File: src/verilog/msx_cart_pkg.sv
`default_nettype none

package msx_cart_pkg;

    // Largest number of cartridge slots with their own bank registers
    parameter int MAX_SLOTS = 2;

    // Width of the slot number carried in the block info
    parameter int SLOT_W = $clog2(MAX_SLOTS);

    // ROM size in bytes, SRAM size in KB
    parameter int ROM_SIZE_W  = 25;
    parameter int SRAM_SIZE_W = 16;

    // Cartridge mapper type
    typedef enum logic [2:0] {
        MAPPER_NONE    = 3'd0,
        MAPPER_ASCII8  = 3'd1,
        MAPPER_KOEI    = 3'd2,
        MAPPER_WIZARDY = 3'd3,
        MAPPER_ASCII16 = 3'd4
    } mapper_typ_t;

    // Description of the inserted cartridge
    typedef struct packed {
        mapper_typ_t             typ;
        logic [SLOT_W-1:0]       id;
        logic [ROM_SIZE_W-1:0]   rom_size;
        logic [SRAM_SIZE_W-1:0]  sram_size;
    } block_info_t;

endpackage

`default_nettype wire

File: src/verilog/msx_mem_pkg.sv
`default_nettype none

package msx_mem_pkg;

    // Physical address into cartridge ROM or SRAM
    parameter int MEM_ADDR_W = 27;

    // Z80 side address
    parameter int CPU_ADDR_W = 16;

    // Address driven when no memory is selected
    parameter logic [MEM_ADDR_W-1:0] IDLE_ADDR = '1;

endpackage

`default_nettype wire

File: src/verilog/cpu_bus_if.sv
`timescale 1ns/1ps
`default_nettype none

interface cpu_bus_if
    import msx_mem_pkg::*;
();

    logic [CPU_ADDR_W-1:0] addr;
    logic [7:0]            data;
    logic                  rd;
    logic                  wr;
    logic                  mreq;

    // Top level drives the bus
    modport master (
        output addr, data, rd, wr, mreq
    );

    // Mapper engines only watch it
    modport slave (
        input addr, data, rd, wr, mreq
    );

endinterface

`default_nettype wire

File: src/verilog/mapper_out_if.sv
`timescale 1ns/1ps
`default_nettype none

interface mapper_out_if
    import msx_mem_pkg::*;
();

    logic [MEM_ADDR_W-1:0] addr;
    logic                  ram_cs;
    logic                  sram_cs;
    logic                  rnw;

    // Driven by one mapper engine
    modport source (
        output addr, ram_cs, sram_cs, rnw
    );

    // Read by the output mux
    modport sink (
        input addr, ram_cs, sram_cs, rnw
    );

endinterface

`default_nettype wire

File: src/verilog/mapper_ascii8.sv
`timescale 1ns/1ps
`default_nettype none

module mapper_ascii8
    import msx_cart_pkg::*;
    import msx_mem_pkg::*;
#(
    parameter int NUM_SLOTS = 2
) (
    input  logic          clock_bus,
    input  logic          rst,
    cpu_bus_if.slave      cpu,
    input  block_info_t   info,
    mapper_out_if.source  out
);

    logic                  mapped;
    logic                  mapper_en;
    logic                  mode_wizardy;
    logic                  mode_koei;
    logic                  cs;
    logic                  ctrl_wr;
    logic                  sram_exists;
    logic [7:0]            sram_mask;
    logic [7:0]            sram_enable_bit;
    logic [3:0]            sram_regions;
    logic [1:0]            wr_region;
    logic [1:0]            acc_region;
    logic                  sram_sel;
    logic                  sram_hit;
    logic [MEM_ADDR_W-1:0] rom_addr;
    logic [MEM_ADDR_W-1:0] sram_addr;
    logic                  rom_valid;
    logic                  sram_cs;

    // Four 8 KB region banks per slot
    logic [7:0] rom_bank  [NUM_SLOTS][4];
    logic [7:0] sram_bank [NUM_SLOTS][4];
    logic [3:0] sram_en   [NUM_SLOTS];

    // Only 4000h-BFFFh is banked
    assign mapped       = ^cpu.addr[15:14];
    assign mode_wizardy = (info.typ == MAPPER_WIZARDY);
    assign mode_koei    = (info.typ == MAPPER_KOEI);
    assign mapper_en    = (info.typ == MAPPER_ASCII8) | mode_koei | mode_wizardy;
    assign cs           = mapped & mapper_en & cpu.mreq;

    // Bank register window at 6000h-7FFFh
    assign ctrl_wr   = cs & cpu.wr & (cpu.addr[15:13] == 3'b011);
    assign wr_region = cpu.addr[12:11];

    // 4000h, 6000h, 8000h, A000h map to regions 0..3
    assign acc_region = {cpu.addr[15], cpu.addr[13]};

    assign sram_exists = (info.sram_size != '0);
    assign sram_mask   = (info.sram_size[10:3] != 8'd0) ? (info.sram_size[10:3] - 8'd1) : 8'd0;

    // ROM size in 8 KB banks gives the first bit past the bank range
    assign sram_enable_bit = mode_wizardy ? 8'h80 : info.rom_size[20:13];
    assign sram_regions    = mode_koei ? 4'b1111 : 4'b1100;

    assign sram_sel = ((cpu.data & sram_enable_bit) != 8'd0) & sram_exists &
                      sram_regions[wr_region];

    always_ff @(posedge clock_bus) begin
        if (rst) begin
            for (int s = 0; s < NUM_SLOTS; s++) begin
                for (int r = 0; r < 4; r++) begin
                    rom_bank[s][r]  <= '0;
                    sram_bank[s][r] <= '0;
                end
                sram_en[s] <= '0;
            end
        end else if (ctrl_wr) begin
            if (sram_sel) begin
                sram_en[info.id][wr_region]   <= 1'b1;
                sram_bank[info.id][wr_region] <= cpu.data & sram_mask;
            end else begin
                sram_en[info.id][wr_region]  <= 1'b0;
                rom_bank[info.id][wr_region] <= cpu.data;
            end
        end
    end

    // Translation for the current access
    assign sram_hit  = sram_en[info.id][acc_region];
    assign rom_addr  = MEM_ADDR_W'({rom_bank[info.id][acc_region], cpu.addr[12:0]});
    assign sram_addr = MEM_ADDR_W'({sram_bank[info.id][acc_region], cpu.addr[12:0]});
    assign rom_valid = (rom_addr < MEM_ADDR_W'(info.rom_size));

    assign sram_cs = cs & sram_hit;

    assign out.sram_cs = sram_cs;
    assign out.ram_cs  = cs & rom_valid & ~sram_hit & cpu.rd;
    // SRAM is the only writable target
    assign out.rnw     = ~(sram_cs & cpu.wr);
    assign out.addr    = cs ? (sram_hit ? sram_addr : rom_addr) : IDLE_ADDR;

endmodule

`default_nettype wire

File: src/verilog/mapper_ascii16.sv
`timescale 1ns/1ps
`default_nettype none

module mapper_ascii16
    import msx_cart_pkg::*;
    import msx_mem_pkg::*;
#(
    parameter int NUM_SLOTS = 2
) (
    input  logic          clock_bus,
    input  logic          rst,
    cpu_bus_if.slave      cpu,
    input  block_info_t   info,
    mapper_out_if.source  out
);

    logic                  mapped;
    logic                  cs;
    logic                  ctrl_wr;
    logic                  wr_page;
    logic                  acc_page;
    logic                  sram_exists;
    logic [7:0]            sram_mask;
    logic [7:0]            sram_enable_bit;
    logic                  sram_sel;
    logic                  sram_hit;
    logic [MEM_ADDR_W-1:0] rom_addr;
    logic [MEM_ADDR_W-1:0] sram_addr;
    logic                  rom_valid;
    logic                  sram_cs;

    // Two 16 KB page banks per slot
    logic [7:0] rom_bank  [NUM_SLOTS][2];
    logic [7:0] sram_bank [NUM_SLOTS][2];
    logic [1:0] sram_en   [NUM_SLOTS];

    assign mapped = ^cpu.addr[15:14];
    assign cs     = mapped & (info.typ == MAPPER_ASCII16) & cpu.mreq;

    // 6000h-67FFh selects page 0, 7000h-77FFh page 1
    assign ctrl_wr  = cs & cpu.wr & (cpu.addr[15:13] == 3'b011) & ~cpu.addr[11];
    assign wr_page  = cpu.addr[12];
    assign acc_page = cpu.addr[15];

    assign sram_exists = (info.sram_size != '0);
    assign sram_mask   = (info.sram_size[11:4] != 8'd0) ? (info.sram_size[11:4] - 8'd1) : 8'd0;

    // ROM size in 16 KB banks marks the SRAM switch bit
    assign sram_enable_bit = info.rom_size[21:14];
    assign sram_sel        = ((cpu.data & sram_enable_bit) != 8'd0) & sram_exists;

    always_ff @(posedge clock_bus) begin
        if (rst) begin
            for (int s = 0; s < NUM_SLOTS; s++) begin
                for (int p = 0; p < 2; p++) begin
                    rom_bank[s][p]  <= '0;
                    sram_bank[s][p] <= '0;
                end
                sram_en[s] <= '0;
            end
        end else if (ctrl_wr) begin
            if (sram_sel) begin
                sram_en[info.id][wr_page]   <= 1'b1;
                sram_bank[info.id][wr_page] <= cpu.data & sram_mask;
            end else begin
                sram_en[info.id][wr_page]  <= 1'b0;
                rom_bank[info.id][wr_page] <= cpu.data;
            end
        end
    end

    assign sram_hit  = sram_en[info.id][acc_page];
    assign rom_addr  = MEM_ADDR_W'({rom_bank[info.id][acc_page], cpu.addr[13:0]});
    assign sram_addr = MEM_ADDR_W'({sram_bank[info.id][acc_page], cpu.addr[13:0]});
    assign rom_valid = (rom_addr < MEM_ADDR_W'(info.rom_size));

    assign sram_cs = cs & sram_hit;

    assign out.sram_cs = sram_cs;
    assign out.ram_cs  = cs & rom_valid & ~sram_hit & cpu.rd;
    assign out.rnw     = ~(sram_cs & cpu.wr);
    assign out.addr    = cs ? (sram_hit ? sram_addr : rom_addr) : IDLE_ADDR;

endmodule

`default_nettype wire

File: src/verilog/mapper_output_mux.sv
`timescale 1ns/1ps
`default_nettype none

module mapper_output_mux
    import msx_mem_pkg::*;
(
    mapper_out_if.sink             a,
    mapper_out_if.sink             b,
    output logic [MEM_ADDR_W-1:0]  mem_addr,
    output logic                   ram_cs,
    output logic                   sram_cs,
    output logic                   rnw
);

    logic a_sel;
    logic b_sel;
    logic a_drv;
    logic b_drv;

    assign a_sel = a.ram_cs | a.sram_cs;
    assign b_sel = b.ram_cs | b.sram_cs;

    // An engine decoding its page drives a real address even without a select
    assign a_drv = (a.addr != IDLE_ADDR);
    assign b_drv = (b.addr != IDLE_ADDR);

    // Engine a has priority on overlap
    always_comb begin
        if (a_sel || (!b_sel && a_drv)) begin
            mem_addr = a.addr;
            ram_cs   = a.ram_cs;
            sram_cs  = a.sram_cs;
            rnw      = a.rnw;
        end else if (b_sel || b_drv) begin
            mem_addr = b.addr;
            ram_cs   = b.ram_cs;
            sram_cs  = b.sram_cs;
            rnw      = b.rnw;
        end else begin
            mem_addr = IDLE_ADDR;
            ram_cs   = 1'b0;
            sram_cs  = 1'b0;
            rnw      = 1'b1;
        end
    end

endmodule

`default_nettype wire

File: src/verilog/msx_cart_mapper.sv
`timescale 1ns/1ps
`default_nettype none

module msx_cart_mapper
    import msx_cart_pkg::*;
    import msx_mem_pkg::*;
#(
    parameter int NUM_SLOTS = MAX_SLOTS
) (
    input  logic                    clock_bus,
    input  logic                    rst,

    input  logic [CPU_ADDR_W-1:0]   cpu_addr,
    input  logic [7:0]              cpu_data,
    input  logic                    cpu_rd,
    input  logic                    cpu_wr,
    input  logic                    cpu_mreq,

    input  mapper_typ_t             cart_type,
    input  logic [SLOT_W-1:0]       cart_id,
    input  logic [ROM_SIZE_W-1:0]   rom_size,
    input  logic [SRAM_SIZE_W-1:0]  sram_size,

    output logic [MEM_ADDR_W-1:0]   mem_addr,
    output logic                    ram_cs,
    output logic                    sram_cs,
    output logic                    rnw
);

    block_info_t info;

    cpu_bus_if    bus ();
    mapper_out_if out_a ();
    mapper_out_if out_b ();

    assign bus.addr = cpu_addr;
    assign bus.data = cpu_data;
    assign bus.rd   = cpu_rd;
    assign bus.wr   = cpu_wr;
    assign bus.mreq = cpu_mreq;

    assign info = '{typ: cart_type, id: cart_id, rom_size: rom_size, sram_size: sram_size};

    // Both engines see every cycle and decode the type themselves
    mapper_ascii8 #(
        .NUM_SLOTS (NUM_SLOTS)
    ) i_ascii8 (
        .clock_bus (clock_bus),
        .rst       (rst),
        .cpu       (bus.slave),
        .info      (info),
        .out       (out_a.source)
    );

    mapper_ascii16 #(
        .NUM_SLOTS (NUM_SLOTS)
    ) i_ascii16 (
        .clock_bus (clock_bus),
        .rst       (rst),
        .cpu       (bus.slave),
        .info      (info),
        .out       (out_b.source)
    );

    mapper_output_mux i_out_mux (
        .a        (out_a.sink),
        .b        (out_b.sink),
        .mem_addr (mem_addr),
        .ram_cs   (ram_cs),
        .sram_cs  (sram_cs),
        .rnw      (rnw)
    );

endmodule

`default_nettype wire

File: config.mk
export PLATFORM = sky130hd
export DESIGN_NAME = msx_cart_mapper
export DESIGN_NICKNAME = d
export VERILOG_FILES = /design/src/verilog/msx_cart_pkg.sv /design/src/verilog/msx_mem_pkg.sv /design/src/verilog/cpu_bus_if.sv /design/src/verilog/mapper_out_if.sv /design/src/verilog/mapper_ascii8.sv /design/src/verilog/mapper_ascii16.sv /design/src/verilog/mapper_output_mux.sv /design/src/verilog/msx_cart_mapper.sv
export SDC_FILE = /design/constraint.sdc
export NUM_CORES = 1
export LEC_CHECK = 0
export ABC_AREA = 0
export BUFFER_PORTS_ARGS = -buffer_cell sky130_fd_sc_hd__buf_4
export CORE_MARGIN = 1.5
export CORE_UTILIZATION = 62
export CTS_BUF_LIST = sky130_fd_sc_hd__clkbuf_8
export DETAILED_ROUTE_END_ITERATION = 8
export GPL_ROUTABILITY_DRIVEN = 0
export MAX_ROUTING_LAYER = met4
export PLACE_DENSITY = 0.82
export SLEW_MARGIN = 0
export SYNTH_ARGS = -nofsm -noshare
export SYNTH_HDL_FRONTEND = slang
export SYNTH_HIERARCHICAL = 1
export SYNTH_SLANG_ARGS = --single-unit
File: constraint.sdc
create_clock -name clock_bus -period 10 [get_ports clock_bus]
set_clock_uncertainty 0.15 [all_clocks]
set_input_delay 2.5 -clock clock_bus [delete_from_list [all_inputs] [get_ports clock_bus]]
set_output_delay 2.5 -clock clock_bus [all_outputs]
set_load 0.01 [all_outputs]
==> results of run 1 <==
==> per-stage QoR <==
step | area [sq um] | std cells | total power, uW | utilization
after floorplan | 11900 | 945 | 1200 | -
after global placement | 12700 | 1237 | 1300 | 0.677
after detailed placement | 12700 | 1237 | 1310 | 0.677
after CTS | 13300 | 1296 | 1970 | 0.710
after global routing | 13300 | 1296 | 2030 | 0.710
final | 13300 | 1296 | 1960 | 0.710
==> power by group through the flow <==
stage	Combinational, uW	Sequential [uW]	Clock [uW]
2_1_floorplan	192	1000	0
3_3_place_gp	287	1010	0
3_5_place_dp	295	1010	0
4_1_cts	297	994	680
5_1_grt	319	997	718
6_report	300	994	671
==> sequential cells by signal, summed over array words and instances (netlist names) <==
name,flops
i_ascii8/rom_bank,64
i_ascii8/sram_bank,64
i_ascii16/rom_bank,32
i_ascii16/sram_bank,32
i_ascii8/sram_en,8
i_ascii16/sram_en,4
==> worst max-delay path: cells and delay by family <==
family	cells	cell delay (ns)
buffers and inverters	3	1.16
adders and majority gates	1	0.29
muxes	2	1.02
AOI/OAI and AO/OA	3	0.33
and+or+nand+nor	5	1.39
==> area by class of cell <==
cell class / instances / area [sq um] / share of cell area
well taps: 234 / 293 / 0.0220
flip-flops and latches: 204 / 6130 / 0.460
inverters: 69 / 259 / 0.0194
repair buffers: 107 / 803 / 0.0603
multi-input cells: 623 / 5230 / 0.393
clock buffers: 34 / 468 / 0.0351
clock inverters: 25 / 139 / 0.0104
==> cells in the final DEF, fill, tap and decap left out, drive strengths merged, types with 25 or more instances in the layout <==
master,instances
mux2,47
edfxtp,204
and2,58
clkbuf,34
nand2,43
ha,45
mux4,51
nor2,103
nand2b,44
inv,77
and3,25
buf,107
==> routing by layer <==
layer  track usage  vias to the layer above  wire length (microns)
met5             -                        -                      0
met4         0.126                        0                   1080
met3        0.0611                       74                   3340
met2         0.501                      514                  14300
met1         0.430                     4035                  11800
li1              -                     3705                      -
==> kinds of logic after synthesis <==
kind of cell | count (synthesis)
multiplexers | 116
AO/OA/AOI/OAI | 84
flip-flops | 204
AND/OR/NAND/NOR | 371
XOR/XNOR | 7
buffers and inverters | 118
adder cells (fa/ha/maj) | 45
==> final timing paths <==
| path | startpoint | end | slack, ns | depth (start not counted) |
|---|---|---|---|---|
| worst min-delay path | cpu_data[0] | i_ascii16/rom_bank[1][0] | 2.27 | 3 |
| worst max-delay path | cart_id | rnw | 0.63 | 14 |
==> metrics.md, run 1 <==
| Metric | Value |
|---|---|
| PostCTS Resize Cnt | `0` |
| Antenna viol nets, final | `0` |
| Seq pwr share | `0.506` |
| Sw Ratio | `0.258` |
| Synth area leaders | `edfxtp_1 (52%), mux4_2 (9.7%), ha_1 (4.7%)` |
| Most frequent cell after synthesis | `edfxtp_1` |
| Synth warnings | `6` |
| CTS Buf Count | `34` |
| Vias | `8328` |
| CTS Buffer Depth | `3` |
| Slew headroom | `0.207` |
| Leakage dissipation | `0.00530 uW` |
| Main combinational cell family by area after synthesis | `simple AND/OR/NAND/NOR gates` |
| First-pass GRT wire length | `46600 microns` |
| Vert. Die Dim | `141 microns` |
| Yosys reg bits | `204` |
| Hold Path Class | `input pin to flip-flop` |
| Simple-gate area share of the yosys netlist | `0.175` |
| Iteration-0 DRC Markers | `820` |
| Crit-path cells | `buf_4 -> mux4_2 -> ha_1 -> or4b_2 -> nor4_1 -> nand2_1 -> o211ai_1 -> a31oi_1 -> nor2_1 -> nor3_1 -> a31oi_4 -> buf_4 -> mux2_2 -> buf_4` |
| Die Outline Area | `20000 sq um` |
| CTS tree | `done` |
| Most used DFF post-synth | `edfxtp_1` |
| Maximum vdd drop | `0.109 mV` |
| Critical Path RT | `7.35 ns` |
| Final setup margin | `0.628 ns` |
| Period utilization | `0.937` |
| RSZ-0062 raised after global routing | `false` |
| Root buffer cell | `clkbuf_8` |
| Crit end category | `output pin` |
| Total congestion overflow | `0` |
| PwrDens | `148 nW/um^2` |
| Hpwl dp | `21600 microns` |
| CP max stage delay | `0.62 ns` |
| CP max FO | `43` |
| Nets | `1158` |
| Worst Hold Slack | `2.27 ns` |
| Final hold vios | `0` |
| Status | `finished clean` |
| Avg Cell Area, Syn | `12.6 sq um` |
| Largest net degree at the start of global routing | `44` |
| Synth Cell Area | `11900 sq um` |
| Dpl ws | `0.606 ns` |
| Detailed Route WL | `30600 microns` |
| Max stage delay cell, worst path | `mux4_2` |
| DRC | `0` |
| Post-cts hold buffer count | `0` |
| CTS clock-pin slew for the worst setup and hold paths | `0.06 ns` |
| Comb pwr share | `0.153` |
| PortBufs | `103` |
| Post-synth EDFFs | `204` |
| CP dominant cell by count | `buf_4` |
| Dominant cell type by area after synthesis | `edfxtp_1` |
| Int Pwr | `1460 uW` |
| Core area | `18800 sq um` |
| H-tree Lvls | `2` |
| Part of the Yosys area used for sequential elements | `0.515` |
| Standard-cell rows | `50` |
| Synth Area in Adders | `0.0473` |
| # setup viols final | `0` |
| Most instantiated cells after synthesis | `edfxtp_1 (204), nor2_1 (97), inv_1 (68)` |
| Vias in the first global route | `8173` |
| WL per Instance | `23.6 microns` |
| Fillers | `1335` |
| Chip Width | `141 microns` |
| Multiplexer area fraction after synthesis | `0.163` |
| Critical Path Start Type | `input pin` |
| Synth Net Count | `1064` |
| Asr flop ratio synth | `0` |
| Post-Synth XOR/XNOR Area | `0.00516` |
| Worst slew pin tran | `1.19 ns` |
| Final slew viol count | `0` |
| Post-Syn Instances | `945` |
| Count of different cell masters after synthesis | `72` |
| Setup bufs post-CTS | `0` |
| First-pass detailed-route iteration total | `5` |
| Starting Density | `0.634` |
| NetSw | `507 uW` |
| Total negative slack | `0 ns` |
| All-Layer GR Usage | `0.324` |
| Ant diodes | `0` |
| Max Cap Viol | `0` |
| Kind of critical path | `input pin to output pin` |
| Post-synthesis compound-gate area fraction | `0.0492` |
| Share of cells above drive strength 1 | `0.279` |
| Initial antenna violation count | `0` |
| Clk sinks | `204` |
| IO Pins | `104` |
| FMAX | `107 MHz` |
| Fin crit period | `9.37 ns` |
| Top cell type's share of synthesized area | `0.515` |
| Clk pwr share | `0.341` |
| Synthesis-to-layout area growth | `12.0%` |
| Vias per cell | `6.43` |
| Crit path DAT | `6.72 ns` |
Power figures use the tool's default switching activity.
==> run 2: changes to the inputs <==
ABC_AREA = 1   (was 0)
CORE_UTILIZATION = 63   (was 62)
PLACE_DENSITY = 0.83   (was 0.82)
==> metrics.md, run 2 <==
| Metric | Value |
|---|---|
| IO Pins | `104 (unchanged)` |
| Avg Cell Area, Syn | `8.31 sq um (was 12.6 sq um)` |
| Root buffer cell | `clkbuf_8 (unchanged)` |
| Initial antenna violation count | `0 (unchanged)` |
| CTS clock-pin slew for the worst setup and hold paths | `0.06 ns (about the same)` |
| Vias in the first global route | `10100 (was 8173)` |
| Asr flop ratio synth | `0 (unchanged)` |
| Synth Cell Area | `12400 sq um (was 11900 sq um)` |
| Final slew viol count | `0 (unchanged)` |
| Most instantiated cells after synthesis | `nor2_1 (328), nand2_1 (320), edfxtp_1 (204) (was edfxtp_1 (204), nor2_1 (97), inv_1 (68))` |
| Largest net degree at the start of global routing | `75 (was 44)` |
| # setup viols final | `0 (unchanged)` |
| CP max FO | `36 (was 43)` |
| Synth area leaders | `edfxtp_1 (49%), nor2_1 (9.9%), nand2_1 (9.7%) (was edfxtp_1 (52%), mux4_2 (9.7%), ha_1 (4.7%))` |
| Hold path cells | `3 (unchanged)` |
| Antenna viol nets, final | `0 (unchanged)` |
| DRC | `0 (unchanged)` |
| Post-synthesis compound-gate area fraction | `0.0835 (was 0.0492)` |
| Critical Path Start Type | `input pin (unchanged)` |
| Yosys reg bits | `204 (unchanged)` |
| Vert. Die Dim | `143 microns (was 141 microns)` |
| CTS tree | `done (unchanged)` |
| First-pass GRT wire length | `53600 microns (was 46600 microns)` |
| PwrDens | `148 nW/um^2 (about the same)` |
| Simple-gate area share of the yosys netlist | `0.295 (was 0.175)` |
| PortBufs | `103 (unchanged)` |
| Maximum vdd drop | `0.140 mV (was 0.109 mV)` |
| Core area | `19400 sq um (was 18800 sq um)` |
| CTS Buffer Depth | `3 (unchanged)` |
| Launch point of the worst path | `cart_id (unchanged)` |
| Multiplexer area fraction after synthesis | `0 (was 0.163)` |
| Nets | `1689 (was 1158)` |
| Fillers | `1557 (was 1335)` |
| Hold Path Class | `input pin to flip-flop (unchanged)` |
| Worst Min Path Start | `cpu_data[5] (was cpu_data[0])` |
| Detailed Route WL | `34400 microns (was 30600 microns)` |
| Kind of critical path | `input pin to output pin (unchanged)` |
| Main combinational cell family by area after synthesis | `simple AND/OR/NAND/NOR gates (unchanged)` |
| Worst slew pin tran | `1.30 ns (was 1.19 ns)` |
| H-tree Lvls | `2 (unchanged)` |
| Status | `finished clean (unchanged)` |
| Hpwl dp | `24400 microns (was 21600 microns)` |
| First-pass detailed-route iteration total | `6 (was 5)` |
| Post-Synth XOR/XNOR Area | `0.00554 (was 0.00516)` |
| Share of cells above drive strength 1 | `0.158 (was 0.279)` |
| Iteration-0 DRC Markers | `1607 (was 820)` |
| Post-DP Area | `13100 sq um (was 12700 sq um)` |
| Standard-cell rows | `51 (was 50)` |
| Total congestion overflow | `0 (unchanged)` |
| Chip Width | `143 microns (was 141 microns)` |
| Non-Filler Instances | `1859 (was 1296)` |
| Die Outline Area | `20600 sq um (was 20000 sq um)` |
| Vias | `11000 (was 8328)` |
| Crit end category | `output pin (unchanged)` |
| Clk sinks | `204 (unchanged)` |
| Count of different cell masters after synthesis | `36 (was 72)` |
| Max Cap Viol | `0 (unchanged)` |
| Synthesis-to-layout area growth | `10.6% (was 12.0%)` |
| Ant diodes | `0 (unchanged)` |
| Final hold vios | `0 (unchanged)` |
| Post-Syn Instances | `1495 (was 945)` |
| Biggest regs | `i_ascii8/rom_bank: 64 flops, i_ascii8/sram_bank: 64 flops (unchanged)` |
| Worst Hold Path EP | `i_ascii8/rom_bank[1][29] (was i_ascii16/rom_bank[1][0])` |
| Synth warnings | `6 (unchanged)` |
| DP Cell Count | `1799 (was 1237)` |
| Leakage dissipation | `0.00615 uW (was 0.00530 uW)` |
| Dominant cell type by area after synthesis | `edfxtp_1 (unchanged)` |
| Post-cts hold buffer count | `0 (unchanged)` |
| Top cell type's share of synthesized area | `0.493 (was 0.515)` |
| Most frequent cells in the layout | `nor2_1 (327), nand2_1 (320), edfxtp_1 (204) (was edfxtp_1 (204), buf_4 (107), nor2_1 (97))` |
| PostCTS Resize Cnt | `0 (unchanged)` |
| Starting Density | `0.640 (was 0.634)` |
| RSZ-0062 raised after global routing | `false (unchanged)` |
| Fin crit period | `8.76 ns (was 9.37 ns)` |
| WL per Instance | `18.5 microns (was 23.6 microns)` |
| Total negative slack | `0 ns (unchanged)` |
| Crit path DAT | `6.11 ns (was 6.72 ns)` |
| Most used DFF post-synth | `edfxtp_1 (unchanged)` |
| Vias per cell | `5.89 (was 6.43)` |
| Period utilization | `0.876 (was 0.937)` |
| Setup bufs post-CTS | `0 (unchanged)` |
| Critical Path RT | `7.35 ns (about the same)` |
| Most frequent cell after synthesis | `nor2_1 (was edfxtp_1)` |
| CTS Buf Count | `34 (unchanged)` |
| Synth Net Count | `1614 (was 1064)` |
| Final Cell Area | `13700 sq um (was 13300 sq um)` |
| Part of the Yosys area used for sequential elements | `0.493 (was 0.515)` |
| Post-synth EDFFs | `204 (unchanged)` |
| Commonest non-fill, non-tap cell in the layout | `nor2_1 (was edfxtp_1)` |
| Synth Area in Adders | `0.0453 (was 0.0473)` |
| Slew headroom | `0.130 (was 0.207)` |
| All-Layer GR Usage | `0.352 (was 0.324)` |
| FMAX | `114 MHz (was 107 MHz)` |
## run 2: cell count changes in the layout (fill, tap and decap cells not counted), sizes merged, moves of 44 or more
cell,change
mux2,-47
nor2,+252
and2,-57
inv,+74
o21ai,+119
mux4,-51
nand2b,-44
nand3,+73
nand2,+299
## run 2: logic make-up after synthesis
| kind of cell | Yosys count |
|---|---|
| AO/OA/AOI/OAI | 195 |
| flip-flops | 204 |
| adder cells (fa/ha/maj) | 45 |
| buffers and inverters | 208 |
| AND/OR/NAND/NOR | 836 |
| XOR/XNOR | 7 |
## run 2: cell type report
type	instances	area, sq um	area share
Clock buffer	35	482	0.0351
Clock inverter	25	116	0.00847
Inverter	139	529	0.0385
Multi-Input combinational cell	1083	5340	0.389
Sequential cell	204	6130	0.446
Tap cell	265	332	0.0241
Timing Repair Buffer	108	811	0.0590
## run 2: layer usage
metal	wire, microns	track usage	up-vias
met5	0	-	-
met4	1780	0.145	0
met3	4580	0.0800	140
met2	15000	0.523	746
met1	13100	0.470	4992
li1	-	-	5077
## run 2: worst max path at each step
stage,to,cells after the start
CTS,mem_addr[13],17
floorplan,mem_addr[22],20
global placement,mem_addr[17],19
finish,mem_addr[13],17
global route,mem_addr[15],20
detailed placement,mem_addr[13],17
## run 2: report_power, final
part	switching (uW)	internal, uW	total, uW	leakage, uW
registers	12.8	982	994	0.00194
clock network	339	329	668	0.000350
logic	244	125	369	0.00387
total	595	1440	2030	0.00615
## run 2: critical path: stages
cell     delay [ns]
buf_4          0.24
inv_1          0.58
buf_4          0.35
nor2_1         0.07
o22ai_1        0.30
ha_1           0.30
nand2_1        0.11
o21ai_0        0.10
a21oi_1        0.12
nand2_1        0.07
a21oi_1        0.18
nor2_1         0.10
nand2_2        0.41
nand2_4        0.31
nand2_1        0.14
nand2_1        0.07
buf_4          0.15
## run 2: metrics by stage
step,hold WS (ns),power (uW),util,setup WS (ns)
after global routing,2.29,2110,0.708,0.826
after global placement,2.78,1360,0.677,1.51
after CTS,2.26,2030,0.708,1.35
after floorplan,2.59,1240,-,2.65
final,2.29,2030,0.708,1.24
after detailed placement,2.79,1370,0.677,1.37
